### config.mk
export PLATFORM = sky130hd
export DESIGN_NAME = execute_stage
export DESIGN_NICKNAME = d
export VERILOG_FILES = /design/src/source/exec_ctrl_pkg.sv /design/src/source/mips_isa_pkg.sv /design/src/source/add_sub_logic.sv /design/src/source/branch_resolve.sv /design/src/source/execute_stage.sv /design/src/source/operand_select.sv /design/src/source/shift_unit.sv
export SDC_FILE = /design/constraint.sdc
export NUM_CORES = 1
export LEC_CHECK = 0
export ABC_AREA = 1
export BUFFER_PORTS_ARGS = -buffer_cell sky130_fd_sc_hd__buf_4
export CAP_MARGIN = 25
export CORE_ASPECT_RATIO = 0.6
export CORE_UTILIZATION = 40
export CTS_BUF_LIST = sky130_fd_sc_hd__clkbuf_8
export DETAILED_ROUTE_END_ITERATION = 8
export GPL_TIMING_DRIVEN = 0
export HOLD_SLACK_MARGIN = 0.02
export MAX_ROUTING_LAYER = met4
export RECOVER_POWER = 50
export SLEW_MARGIN = 5
export SYNTH_ARGS = -nofsm -noshare
export SYNTH_HDL_FRONTEND = slang
export SYNTH_SLANG_ARGS = --single-unit
### constraint.sdc
create_clock -name clk -period 4.6 [get_ports clk]
set_input_delay 0.23 -clock clk [delete_from_list [all_inputs] [get_ports clk]]
set_output_delay 0.23 -clock clk [all_outputs]
set_load 0.01 [all_outputs]
### src/source/exec_ctrl_pkg.sv
package exec_ctrl_pkg;

    // Flags that add_sub_logic derives from op1 and op2 for every instruction.
    typedef logic [3:0] branch_cond_t;

    // Bit positions inside branch_cond_t.
    localparam int BC_EQ   = 0; // Set when op1 equals op2.
    localparam int BC_NEG  = 1; // Set when op1 is negative.
    localparam int BC_ZERO = 2; // Set when op1 is zero.
    localparam int BC_LT   = 3; // Set when op1 is less than op2, both signed.

    // Names the unit whose output becomes the stage result.
    typedef logic [1:0] res_src_t;

    localparam res_src_t SRC_NONE   = 2'd0; // No unit claimed the instruction.
    localparam res_src_t SRC_ALU    = 2'd1; // Arithmetic, logic, compare or address.
    localparam res_src_t SRC_SHIFT  = 2'd2; // One of the six shifts.
    localparam res_src_t SRC_BRANCH = 2'd3; // A branch, so the result is its offset.

endpackage

### src/source/mips_isa_pkg.sv
package mips_isa_pkg;

    // Widths that carry a meaning in the instruction set.
    typedef logic [31:0] word_t;    // One data word, used for operands and results.
    typedef logic [5:0]  opcode_t;  // Major opcode in bits 31..26.
    typedef logic [5:0]  funct_t;   // R-type function in bits 5..0.
    typedef logic [4:0]  reg_idx_t; // Register index, as in the rs, rt and rd fields.
    typedef logic [4:0]  shamt_t;   // Shift amount in bits 10..6.
    typedef logic [15:0] imm_t;     // I-type immediate in bits 15..0.

    // Major opcodes of the supported integer instructions.
    localparam opcode_t OP_RTYPE  = 6'b000000;
    localparam opcode_t OP_REGIMM = 6'b000001; // The rt field picks bltz or bgez.
    localparam opcode_t OP_BEQ    = 6'b000100;
    localparam opcode_t OP_BNE    = 6'b000101;
    localparam opcode_t OP_BLEZ   = 6'b000110;
    localparam opcode_t OP_BGTZ   = 6'b000111;
    localparam opcode_t OP_ADDIU  = 6'b001001;
    localparam opcode_t OP_SLTI   = 6'b001010;
    localparam opcode_t OP_SLTIU  = 6'b001011;
    localparam opcode_t OP_ANDI   = 6'b001100;
    localparam opcode_t OP_ORI    = 6'b001101;
    localparam opcode_t OP_XORI   = 6'b001110;
    localparam opcode_t OP_LUI    = 6'b001111;
    // Loads and stores only need their address computed here.
    localparam opcode_t OP_LB     = 6'b100000;
    localparam opcode_t OP_LH     = 6'b100001;
    localparam opcode_t OP_LW     = 6'b100011;
    localparam opcode_t OP_LBU    = 6'b100100;
    localparam opcode_t OP_LHU    = 6'b100101;
    localparam opcode_t OP_SB     = 6'b101000;
    localparam opcode_t OP_SH     = 6'b101001;
    localparam opcode_t OP_SW     = 6'b101011;

    // Function codes under OP_RTYPE.
    localparam funct_t FN_SLL  = 6'b000000;
    localparam funct_t FN_SRL  = 6'b000010;
    localparam funct_t FN_SRA  = 6'b000011;
    localparam funct_t FN_SLLV = 6'b000100;
    localparam funct_t FN_SRLV = 6'b000110;
    localparam funct_t FN_SRAV = 6'b000111;
    localparam funct_t FN_ADDU = 6'b100001;
    localparam funct_t FN_SUBU = 6'b100011;
    localparam funct_t FN_AND  = 6'b100100;
    localparam funct_t FN_OR   = 6'b100101;
    localparam funct_t FN_XOR  = 6'b100110;
    localparam funct_t FN_NOR  = 6'b100111;
    localparam funct_t FN_SLT  = 6'b101010;
    localparam funct_t FN_SLTU = 6'b101011;

    // The rt field values that select a branch under OP_REGIMM.
    localparam reg_idx_t RT_BLTZ = 5'b00000;
    localparam reg_idx_t RT_BGEZ = 5'b00001;

endpackage

### src/source/add_sub_logic.sv
module add_sub_logic (
    input  mips_isa_pkg::opcode_t       opcode,
    input  mips_isa_pkg::funct_t        funct,
    input  mips_isa_pkg::word_t         op1,
    input  mips_isa_pkg::word_t         op2,
    output mips_isa_pkg::word_t         add_sub_out,
    output exec_ctrl_pkg::branch_cond_t branch_conditions,
    output logic                        alu_hit
);

    mips_isa_pkg::word_t sum;  // Result of the plain adder.
    logic [32:0]         diff; // Shared subtraction with the borrow on top.
    logic                lt_signed;
    logic                lt_unsigned;

    assign sum  = op1 + op2;
    assign diff = {1'b0, op1} - {1'b0, op2};

    // A borrow out of the zero-extended subtraction means op1 < op2 unsigned.
    assign lt_unsigned = diff[32];
    // With differing signs the negative operand is smaller and the difference can overflow.
    assign lt_signed = (op1[31] != op2[31]) ? op1[31] : diff[31];

    // Flags are computed for every instruction, and branch_resolve picks what it needs.
    assign branch_conditions[exec_ctrl_pkg::BC_EQ]   = (diff[31:0] == '0);
    assign branch_conditions[exec_ctrl_pkg::BC_NEG]  = op1[31];
    assign branch_conditions[exec_ctrl_pkg::BC_ZERO] = (op1 == '0);
    assign branch_conditions[exec_ctrl_pkg::BC_LT]   = lt_signed;

    always_comb begin
        add_sub_out = '0; // Unclaimed encodings give zero.
        alu_hit     = 1'b1;
        case (opcode)
            mips_isa_pkg::OP_RTYPE: begin
                case (funct)
                    mips_isa_pkg::FN_ADDU: add_sub_out = sum;
                    mips_isa_pkg::FN_SUBU: add_sub_out = diff[31:0];
                    mips_isa_pkg::FN_AND:  add_sub_out = op1 & op2;
                    mips_isa_pkg::FN_OR:   add_sub_out = op1 | op2;
                    mips_isa_pkg::FN_XOR:  add_sub_out = op1 ^ op2;
                    mips_isa_pkg::FN_NOR:  add_sub_out = ~(op1 | op2);
                    mips_isa_pkg::FN_SLT:  add_sub_out = {31'd0, lt_signed};
                    mips_isa_pkg::FN_SLTU: add_sub_out = {31'd0, lt_unsigned};
                    default:               alu_hit = 1'b0; // Shifts and unknown functs.
                endcase
            end
            // lui arrives as 0 + (imm << 16), and loads and stores need base + offset.
            mips_isa_pkg::OP_ADDIU, mips_isa_pkg::OP_LUI,
            mips_isa_pkg::OP_LB, mips_isa_pkg::OP_LH, mips_isa_pkg::OP_LW,
            mips_isa_pkg::OP_LBU, mips_isa_pkg::OP_LHU,
            mips_isa_pkg::OP_SB, mips_isa_pkg::OP_SH, mips_isa_pkg::OP_SW: begin
                add_sub_out = sum;
            end
            mips_isa_pkg::OP_SLTI:  add_sub_out = {31'd0, lt_signed};
            mips_isa_pkg::OP_SLTIU: add_sub_out = {31'd0, lt_unsigned}; // Sign-extended imm.
            mips_isa_pkg::OP_ANDI:  add_sub_out = op1 & op2;
            mips_isa_pkg::OP_ORI:   add_sub_out = op1 | op2;
            mips_isa_pkg::OP_XORI:  add_sub_out = op1 ^ op2;
            default: begin
                alu_hit = 1'b0; // Branches and everything this unit does not own.
            end
        endcase
    end

endmodule

### src/source/branch_resolve.sv
module branch_resolve (
    input  mips_isa_pkg::opcode_t       opcode,
    input  mips_isa_pkg::reg_idx_t      rt_field,
    input  exec_ctrl_pkg::branch_cond_t branch_conditions,
    output logic                        taken,
    output logic                        branch_hit
);

    logic eq;
    logic neg;
    logic zero;

    assign eq   = branch_conditions[exec_ctrl_pkg::BC_EQ];
    assign neg  = branch_conditions[exec_ctrl_pkg::BC_NEG];
    assign zero = branch_conditions[exec_ctrl_pkg::BC_ZERO];

    // Each branch reads one or two flags, and non-branches are never taken.
    always_comb begin
        taken      = 1'b0;
        branch_hit = 1'b1;
        case (opcode)
            mips_isa_pkg::OP_BEQ:  taken = eq;
            mips_isa_pkg::OP_BNE:  taken = !eq;
            mips_isa_pkg::OP_BLEZ: taken = neg | zero;    // rs <= 0.
            mips_isa_pkg::OP_BGTZ: taken = !(neg | zero); // rs > 0.
            mips_isa_pkg::OP_REGIMM: begin
                // Only two rt codes are branches here; the linking forms are not supported.
                case (rt_field)
                    mips_isa_pkg::RT_BLTZ: taken = neg;
                    mips_isa_pkg::RT_BGEZ: taken = !neg;
                    default:               branch_hit = 1'b0;
                endcase
            end
            default: branch_hit = 1'b0;
        endcase
    end

endmodule

### src/source/execute_stage.sv
module execute_stage (
    input  logic                clk,
    input  logic                reset,
    input  logic                in_valid,
    input  mips_isa_pkg::word_t instr,
    input  mips_isa_pkg::word_t rs_value,
    input  mips_isa_pkg::word_t rt_value,
    output logic                result_valid,
    output mips_isa_pkg::word_t result,
    output logic                branch_taken,
    output logic                unsupported
);

    mips_isa_pkg::opcode_t       opcode;
    mips_isa_pkg::funct_t        funct;
    mips_isa_pkg::reg_idx_t      rt_field;
    mips_isa_pkg::word_t         op1;
    mips_isa_pkg::word_t         op2;
    mips_isa_pkg::shamt_t        shift_amount;
    mips_isa_pkg::word_t         add_sub_out;
    exec_ctrl_pkg::branch_cond_t branch_conditions;
    logic                        alu_hit;
    mips_isa_pkg::word_t         shift_out;
    logic                        shift_hit;
    logic                        taken;
    logic                        branch_hit;
    exec_ctrl_pkg::res_src_t     res_src;     // Unit that claimed this instruction.
    mips_isa_pkg::word_t         result_next; // Merged result before the register.

    operand_select u_operand_select (
        .instr        (instr),
        .rs_value     (rs_value),
        .rt_value     (rt_value),
        .opcode       (opcode),
        .funct        (funct),
        .rt_field     (rt_field),
        .op1          (op1),
        .op2          (op2),
        .shift_amount (shift_amount)
    );

    add_sub_logic u_add_sub_logic (
        .opcode            (opcode),
        .funct             (funct),
        .op1               (op1),
        .op2               (op2),
        .add_sub_out       (add_sub_out),
        .branch_conditions (branch_conditions),
        .alu_hit           (alu_hit)
    );

    shift_unit u_shift_unit (
        .opcode       (opcode),
        .funct        (funct),
        .op1          (op1),
        .shift_amount (shift_amount),
        .shift_out    (shift_out),
        .shift_hit    (shift_hit)
    );

    branch_resolve u_branch_resolve (
        .opcode            (opcode),
        .rt_field          (rt_field),
        .branch_conditions (branch_conditions),
        .taken             (taken),
        .branch_hit        (branch_hit)
    );

    // The units decode disjoint encodings, so at most one hit is high.
    always_comb begin
        if (alu_hit)         res_src = exec_ctrl_pkg::SRC_ALU;
        else if (shift_hit)  res_src = exec_ctrl_pkg::SRC_SHIFT;
        else if (branch_hit) res_src = exec_ctrl_pkg::SRC_BRANCH;
        else                 res_src = exec_ctrl_pkg::SRC_NONE;
    end

    always_comb begin
        case (res_src)
            exec_ctrl_pkg::SRC_ALU:    result_next = add_sub_out;
            exec_ctrl_pkg::SRC_SHIFT:  result_next = shift_out;
            // Branch offset in bytes, the sign-extended immediate times four.
            exec_ctrl_pkg::SRC_BRANCH: result_next = {{14{instr[15]}}, instr[15:0], 2'b00};
            default:                   result_next = '0;
        endcase
    end

    // One register stage, so the result appears the cycle after in_valid.
    always_ff @(posedge clk) begin
        if (reset) begin
            result_valid <= 1'b0;
            result       <= '0;
            branch_taken <= 1'b0;
            unsupported  <= 1'b0;
        end else begin
            result_valid <= in_valid;
            if (in_valid) begin // Data outputs hold while no instruction arrives.
                result       <= result_next;
                branch_taken <= taken;
                unsupported  <= (res_src == exec_ctrl_pkg::SRC_NONE);
            end
        end
    end

endmodule

### src/source/operand_select.sv
module operand_select (
    input  mips_isa_pkg::word_t    instr,
    input  mips_isa_pkg::word_t    rs_value,
    input  mips_isa_pkg::word_t    rt_value,
    output mips_isa_pkg::opcode_t  opcode,
    output mips_isa_pkg::funct_t   funct,
    output mips_isa_pkg::reg_idx_t rt_field,
    output mips_isa_pkg::word_t    op1,
    output mips_isa_pkg::word_t    op2,
    output mips_isa_pkg::shamt_t   shift_amount
);

    mips_isa_pkg::imm_t   imm;   // Raw 16-bit immediate.
    mips_isa_pkg::shamt_t shamt; // Shift amount held in the instruction.
    logic                 is_shift;
    logic                 is_var_shift;

    // Fixed field positions of the MIPS encoding.
    assign opcode   = instr[31:26];
    assign rt_field = instr[20:16];
    assign shamt    = instr[10:6];
    assign funct    = instr[5:0];
    assign imm      = instr[15:0];

    // Shifts take their data from rt, and the variable forms take the amount from rs.
    always_comb begin
        is_shift     = 1'b0;
        is_var_shift = 1'b0;
        if (opcode == mips_isa_pkg::OP_RTYPE) begin
            case (funct)
                mips_isa_pkg::FN_SLL, mips_isa_pkg::FN_SRL, mips_isa_pkg::FN_SRA: begin
                    is_shift = 1'b1;
                end
                mips_isa_pkg::FN_SLLV, mips_isa_pkg::FN_SRLV, mips_isa_pkg::FN_SRAV: begin
                    is_shift     = 1'b1;
                    is_var_shift = 1'b1;
                end
                default: ;
            endcase
        end
    end

    assign shift_amount = is_var_shift ? rs_value[4:0] : shamt; // Only 5 bits of rs count.

    // lui becomes 0 + (imm << 16), so the adder produces it.
    assign op1 = (opcode == mips_isa_pkg::OP_LUI) ? '0 : (is_shift ? rt_value : rs_value);

    always_comb begin
        case (opcode)
            mips_isa_pkg::OP_ADDIU, mips_isa_pkg::OP_SLTI, mips_isa_pkg::OP_SLTIU,
            mips_isa_pkg::OP_LB, mips_isa_pkg::OP_LH, mips_isa_pkg::OP_LW,
            mips_isa_pkg::OP_LBU, mips_isa_pkg::OP_LHU,
            mips_isa_pkg::OP_SB, mips_isa_pkg::OP_SH, mips_isa_pkg::OP_SW: begin
                op2 = {{16{imm[15]}}, imm}; // Sign extension for adds, compares and addresses.
            end
            mips_isa_pkg::OP_ANDI, mips_isa_pkg::OP_ORI, mips_isa_pkg::OP_XORI: begin
                op2 = {16'h0000, imm}; // The logic immediates are zero-extended.
            end
            mips_isa_pkg::OP_LUI:   op2 = {imm, 16'h0000};
            default:                op2 = rt_value; // R-type and the branches compare rt.
        endcase
    end

endmodule

### src/source/shift_unit.sv
module shift_unit (
    input  mips_isa_pkg::opcode_t opcode,
    input  mips_isa_pkg::funct_t  funct,
    input  mips_isa_pkg::word_t   op1,
    input  mips_isa_pkg::shamt_t  shift_amount,
    output mips_isa_pkg::word_t   shift_out,
    output logic                  shift_hit
);

    logic shift_left;
    logic arithmetic;

    // Left shifts run through the right shifter on the bit-reversed word.
    function automatic mips_isa_pkg::word_t bit_reverse(input mips_isa_pkg::word_t value);
        mips_isa_pkg::word_t flipped;
        for (int i = 0; i < 32; i++) begin
            flipped[i] = value[31 - i];
        end
        return flipped;
    endfunction

    always_comb begin
        shift_left = 1'b0;
        arithmetic = 1'b0;
        shift_hit  = (opcode == mips_isa_pkg::OP_RTYPE);
        case (funct)
            mips_isa_pkg::FN_SLL, mips_isa_pkg::FN_SLLV: shift_left = 1'b1;
            mips_isa_pkg::FN_SRL, mips_isa_pkg::FN_SRLV: ;               // Zero fill.
            mips_isa_pkg::FN_SRA, mips_isa_pkg::FN_SRAV: arithmetic = 1'b1; // Sign fill.
            default: shift_hit = 1'b0;
        endcase
    end

    always_comb begin
        mips_isa_pkg::word_t stage;
        logic                fill;
        fill  = arithmetic & op1[31];
        stage = shift_left ? bit_reverse(op1) : op1;
        // Five stages of 1, 2, 4, 8 and 16 bits.
        if (shift_amount[0]) stage = {fill, stage[31:1]};
        if (shift_amount[1]) stage = {{2{fill}}, stage[31:2]};
        if (shift_amount[2]) stage = {{4{fill}}, stage[31:4]};
        if (shift_amount[3]) stage = {{8{fill}}, stage[31:8]};
        if (shift_amount[4]) stage = {{16{fill}}, stage[31:16]};
        shift_out = shift_left ? bit_reverse(stage) : stage;
    end

endmodule
# == After elaboration in Yosys (flattened, before gate mapping) ==
# Cells that the tools add are included.
# word_totals
regBits,35
latchBits,0
ram_bits,0
romBits,0
memories,0
# classes
add_sub_neg,2
multipliers,0
div_mod_pow,0
order_cmp,0
eq_ne,38
shifts,0
mux,31
bitwise,6
n_reduce_logical,20
# op_table
cell,count
2-to-1 mux 32 bit,9
case mux 32 bit (8 select lines),1
case mux 32 bit (7 select lines),1
case mux 32 bit (3 select lines),2
"equality test 6 bit, second input constant",16
zero test 32 bit,2
"equality test 6 x 3 -> 1 bit, second input constant",7
"equality test 6 x 4 -> 1 bit, second input constant",7
subtractor 32 x 32 -> 33 bit,1
adder 32 bit,1
AND 32 bit,1
inverter 32 bit,1
OR 32 bit,1
XOR 32 bit,1
OR reduction 15 bit,1
"equality test 6 x 2 -> 1 bit, second input constant",2
zero test 6 bit,2
OR reduction 11 bit,1
2-to-1 mux 1 bit,10
OR reduction 10 bit,1
OR reduction 8 bit,1
"equality test 6 x 1 -> 1 bit, second input constant",1
2-to-1 mux 2 bit,3
case mux 1 bit (2 select lines),3
other kinds (15),21

# == Longest topological paths before layout ==
# depth
depth_word,14
depth_mapped,41
mapped_depth_nobuf,40

# == Modules after synthesis ==
# Synthesis repeated with hierarchy kept, for this count alone.
# hier_totals
cells_unflattened,2598
area_unflattened_um2,13588.0
# modules_own_cells
module,instances,cells_per_inst,area_each_um2,seq_area_each_um2
add_sub_logic,1,1407,7489.7,0.0
shift_unit,1,573,2673.8,0.0
execute_stage,1,278,1880.6,700.7
operand_select,1,311,1423.9,0.0
branch_resolve,1,29,120.1,0.0

# == Least setup slack after synthesis ==
# OpenSTA, ideal clock, no wires.
# synth_path
path_type,input -> register
start,in instr[31]
end,reg branch_taken
t_arrival_ns,4.930
required_ns,4.469
path_slack_ns,-0.460
path_stages,38
path_cell_list,nor2_4 nand3_1 nor2_4 buf_4 nor2_1 inv_1 clkbuf_1 o22ai_1 ha_1 clkbuf_1 nor2_1 nand2_1 nand2_1 o21bai_1 nand2b_1 nand3_1 nand2_2 nand4_1 [2 not listed] o311ai_0 fa_1 nor4_1 nand4_1 nor2_1 nand3_1 nor2_1 nand4_1 nor2_1 nand3_1 nor2_1 nand2_1 nor2_2 nand2_1 nand2_1 nand3_1 nand2_1 a21oi_2
# synth_via
elab_chain_cells,8
word_cells_on_any_way,36
classes_between,1 x add/sub; 20 x eq/ne; 6 x mux; 1 x bitwise; 8 x reduce/logical
# synth_rtl
item,line_no,text
start: declaration,execute_stage.sv:5,"input mips_isa_pkg::word_t instr,"
branches (longest 7 deep; another with subtractor 32 x 32 -> 33 bit),-,
case mux 1 bit (5 select lines) (*),branch_resolve.sv:21,case (opcode)
end signal: assignment,execute_stage.sv:98,branch_taken <= taken;
end: declaration,execute_stage.sv:10,"output logic branch_taken,"
# Mark *: on every way between the ends.
# A chain may end at the register's enable or synchronous reset.

# == Final worst setup path ==
# layout_path
start,in instr[30]
end,reg branch_taken
# Same word-level chain as after synthesis.

==> results list <==
- Power comes to 2.85 mW.
- At the end of the flow, the number of nets in the layout was 2,698.
- Ratio of cells with drive above 1 in the final layout: 0.202
- Synthesis instantiated 61 different standard cells from the library.
- Top cells by instance count after synthesis: sky130_fd_sc_hd__nand2_1 (638), sky130_fd_sc_hd__inv_1 (320), sky130_fd_sc_hd__nand3_1 (243), sky130_fd_sc_hd__nor2_1 (153), sky130_fd_sc_hd__a21oi_1 (148)
* Relative slew slack: 0.228
* Warnings from Yosys: 0
* Die W: 225 um
- Height of the die: 136 um
- Across every metal layer, demand over resource in global routing totals 0.493.
* Max-slew violation total from the final report: 0
- By area the synthesized netlist is led by sky130_fd_sc_hd__nand2_1 (20%), sky130_fd_sc_hd__nand3_1 (10%), sky130_fd_sc_hd__inv_1 (10%).
* Area growth, synth to finish: 30.0%
* Pin count of the biggest net entering global routing: 13
* Type of element capturing the critical path: flip-flop
* Critical setup path kind: in -> reg
- Post-Synthesis Cells: 2,281
- Path category of the worst min-delay check: in -> reg
- Fraction of synthesis flops using an asynchronous set or reset pin: 0
- The number of clock buffers added by TritonCTS is 5.
- The total area inside the core boundary comes to 29,100 sq um.
- Max H-tree Level: 2
* Top-count cell post-synth: sky130_fd_sc_hd__nand2_1
- Avg Cell Area, Syn: 5.24 sq um
- Input and output buffers added on the ports amount to 126.
* Outcome: finished with violations
- Setup violations remaining at the end of the flow were counted as 5.
* Initial DRC count: 3,375
- The detail route stage leaves a number of antenna-violating nets equal to 0.
- Starting utilization of the core area: 0.411
- Number of global-route vias before repair: 15.4k
- DRC errors left: 36
- Highest fanout seen on the critical path: 9
- Seq cells post-synth: 35
- Worst Hold Margin: 303 ps
* Critical path's largest stage delay: 570 ps
- Final core utilization: 0.534
- GRT Residual Overflow: 0
* Final Hold Fails: 0
- Part of the Yosys area used for sequential elements: 0.0587
- The share of synthesized area in the top cell type comes to 0.200.
- The cell area that synthesis handed to floorplanning was 11,900 sq um.
* Clk sinks: 35
- Vias: 18.5k
* I/O pin count: 134
- The number of antenna violations at the first check in global routing is 1.
- Skew-Pair Late Insertion Delay: 290 ps
- By instance count, the cell type seen most on the critical path is sky130_fd_sc_hd__nand4_1.
- Based on the critical path, the design can be clocked at up to 0.160 GHz.
- The worst setup path is launched from a primary input.
- Synthesis produced a netlist with a net count of 2,466.
* Number of cell rows: 48
- Routed wire length per instance: 26.4 um
- Required time of the critical path: 4780 ps
* Critical path data arrival time: 6440 ps
- Aggregate routed wire length: 77,000 um
- TritonCTS built the clock tree.
- Yosys top cell by area: sky130_fd_sc_hd__nand2_1
- VDD sags by at most 0.0928 mV.
* Post-synth top flop: sky130_fd_sc_hd__dfxtp_1
- For this run, the detailed router's first-pass iteration total came to 9.
* Number of enable flip-flop cells after synthesis: 0
* Total leakage power: 7.56 nW
- For the finished layout, the period the worst path requires is 6260 ps.
- For the pin with the worst max-slew slack, the measured transition is 1150 ps.
- At the end of routability-driven placement, the weighted congestion stood at 1.21.
- The critical path contains buffers and inverters numbering 7 combined.
* Setup skew after layout: 0 ps
- Maximum number of buffers from clock root to sink: 2
* Die area: 30,600 sq um
- Critical path's top delay family: simple AND/OR/NAND/NOR gates
- Of the available clock period, the critical path in the final layout requires 1.36.
- Vias per std cell: 6.36
- On the critical path, the stage with the largest delay is an instance of sky130_fd_sc_hd__fa_2.
- Buffer type at the clock tree root: sky130_fd_sc_hd__clkbuf_8
- Total Negative Setup Slacks: -3760 ps
- Dividing total power by cell area gives a power density of 183 nW/um^2.
* Global-route wire length before repair: 106,000 um
- Setup repair after global routing could not meet its margin everywhere.
- Max capacitance violation total: 0
- Half-perimeter wire length of the detailed placement result: 62,400 um
* Violated checks: design-rule violations, negative setup slack
* Setup ws final: -1660 ps
- Clock transition at the registers of the reported paths: 80 ps
## placed cells by master (no fill, tap or decap), drive strengths merged, types with 14 or more instances in the layout
| cell | count |
|---|---|
| ha | 83 |
| nor2 | 173 |
| buf | 246 |
| nand2 | 665 |
| a221oi | 14 |
| inv | 330 |
| nor3 | 18 |
| clkbuf | 94 |
| o21ai | 205 |
| o22ai | 65 |
| or2 | 15 |
| nand4 | 40 |
| nand3 | 251 |
| dfxtp | 35 |
| o211ai | 17 |
| a21oi | 152 |
## stage by stage
step / setup WS, ps / instances / instance area, sq um
global route: -1550 / 2915 / 15500
detailed placement: -2820 / 2811 / 13500
global placement: -2840 / 2807 / 13500
CTS: -1380 / 2884 / 14800
floorplan: 15.4 / 2281 / 12000
finish: -1660 / 2915 / 15500
## final timing paths
| path | startpoint | end | slack (ps) | cells after the start |
|---|---|---|---|---|
| worst min-delay path | reset | result[20] | 300 | 2 |
| worst max-delay path | instr[30] | branch_taken | -1660 | 37 |
| worst max register to register | result[8] | result[8] | 3890 | 2 |
| worst min register to register | result[22] | result[22] | 460 | 2 |
## logic make-up after synthesis
logic type,Yosys count,synth area share
AND/OR/NAND/NOR,1179,0.438
AO/OA/AOI/OAI,508,0.245
buffers and inverters,450,0.149
adder cells (fa/ha/maj),86,0.0920
flip-flops,35,0.0587
XOR/XNOR,14,0.0103
multiplexers,9,0.00754
## state kept, by name (all words and copies together) (netlist names)
| signal | cells |
|---|---|
| result | 32 |
| branch_taken | 1 |
| result_valid | 1 |
| unsupported | 1 |
## worst register-to-register path, cell delays in order, from the launching register on
cell                      delay (ps)
sky130_fd_sc_hd__dfxtp_1         390
sky130_fd_sc_hd__nand2_1          80
sky130_fd_sc_hd__a21oi_1         170
## layout make-up
class	instances	area, sq um
fillers	3177	13500
multi-input cells	1796	10600
repair buffers	234	1720
inverters	339	1320
flip-flops and latches	35	701
plain buffers	102	602
well taps	400	500
clock buffers	5	68.8
clock inverters	3	43.8
diodes	1	2.50
## where the power goes
part / switching, mW / internal [mW]
combinational: 1.52 / 0.727
clock: 0.117 / 0.161
sequential: 0.00670 / 0.314
## routing by layer
metal | GRT usage | share of wire | vias to the layer above
li1 | - | - | 8015
met1 | 0.704 | 0.42 | 8553
met2 | 0.566 | 0.33 | 1695
met3 | 0.271 | 0.21 | 264
met4 | 0.113 | 0.036 | 0
met5 | - | 0 | -
## what timing repair did
item,CTS,global route
endpoints found under the setup margin,24,24
setup buffers,71,34
gates resized for setup,163,132
pin swaps,43,58
gates cloned,1,0
hold buffers,0,0
Power figures use the tool's default switching activity.
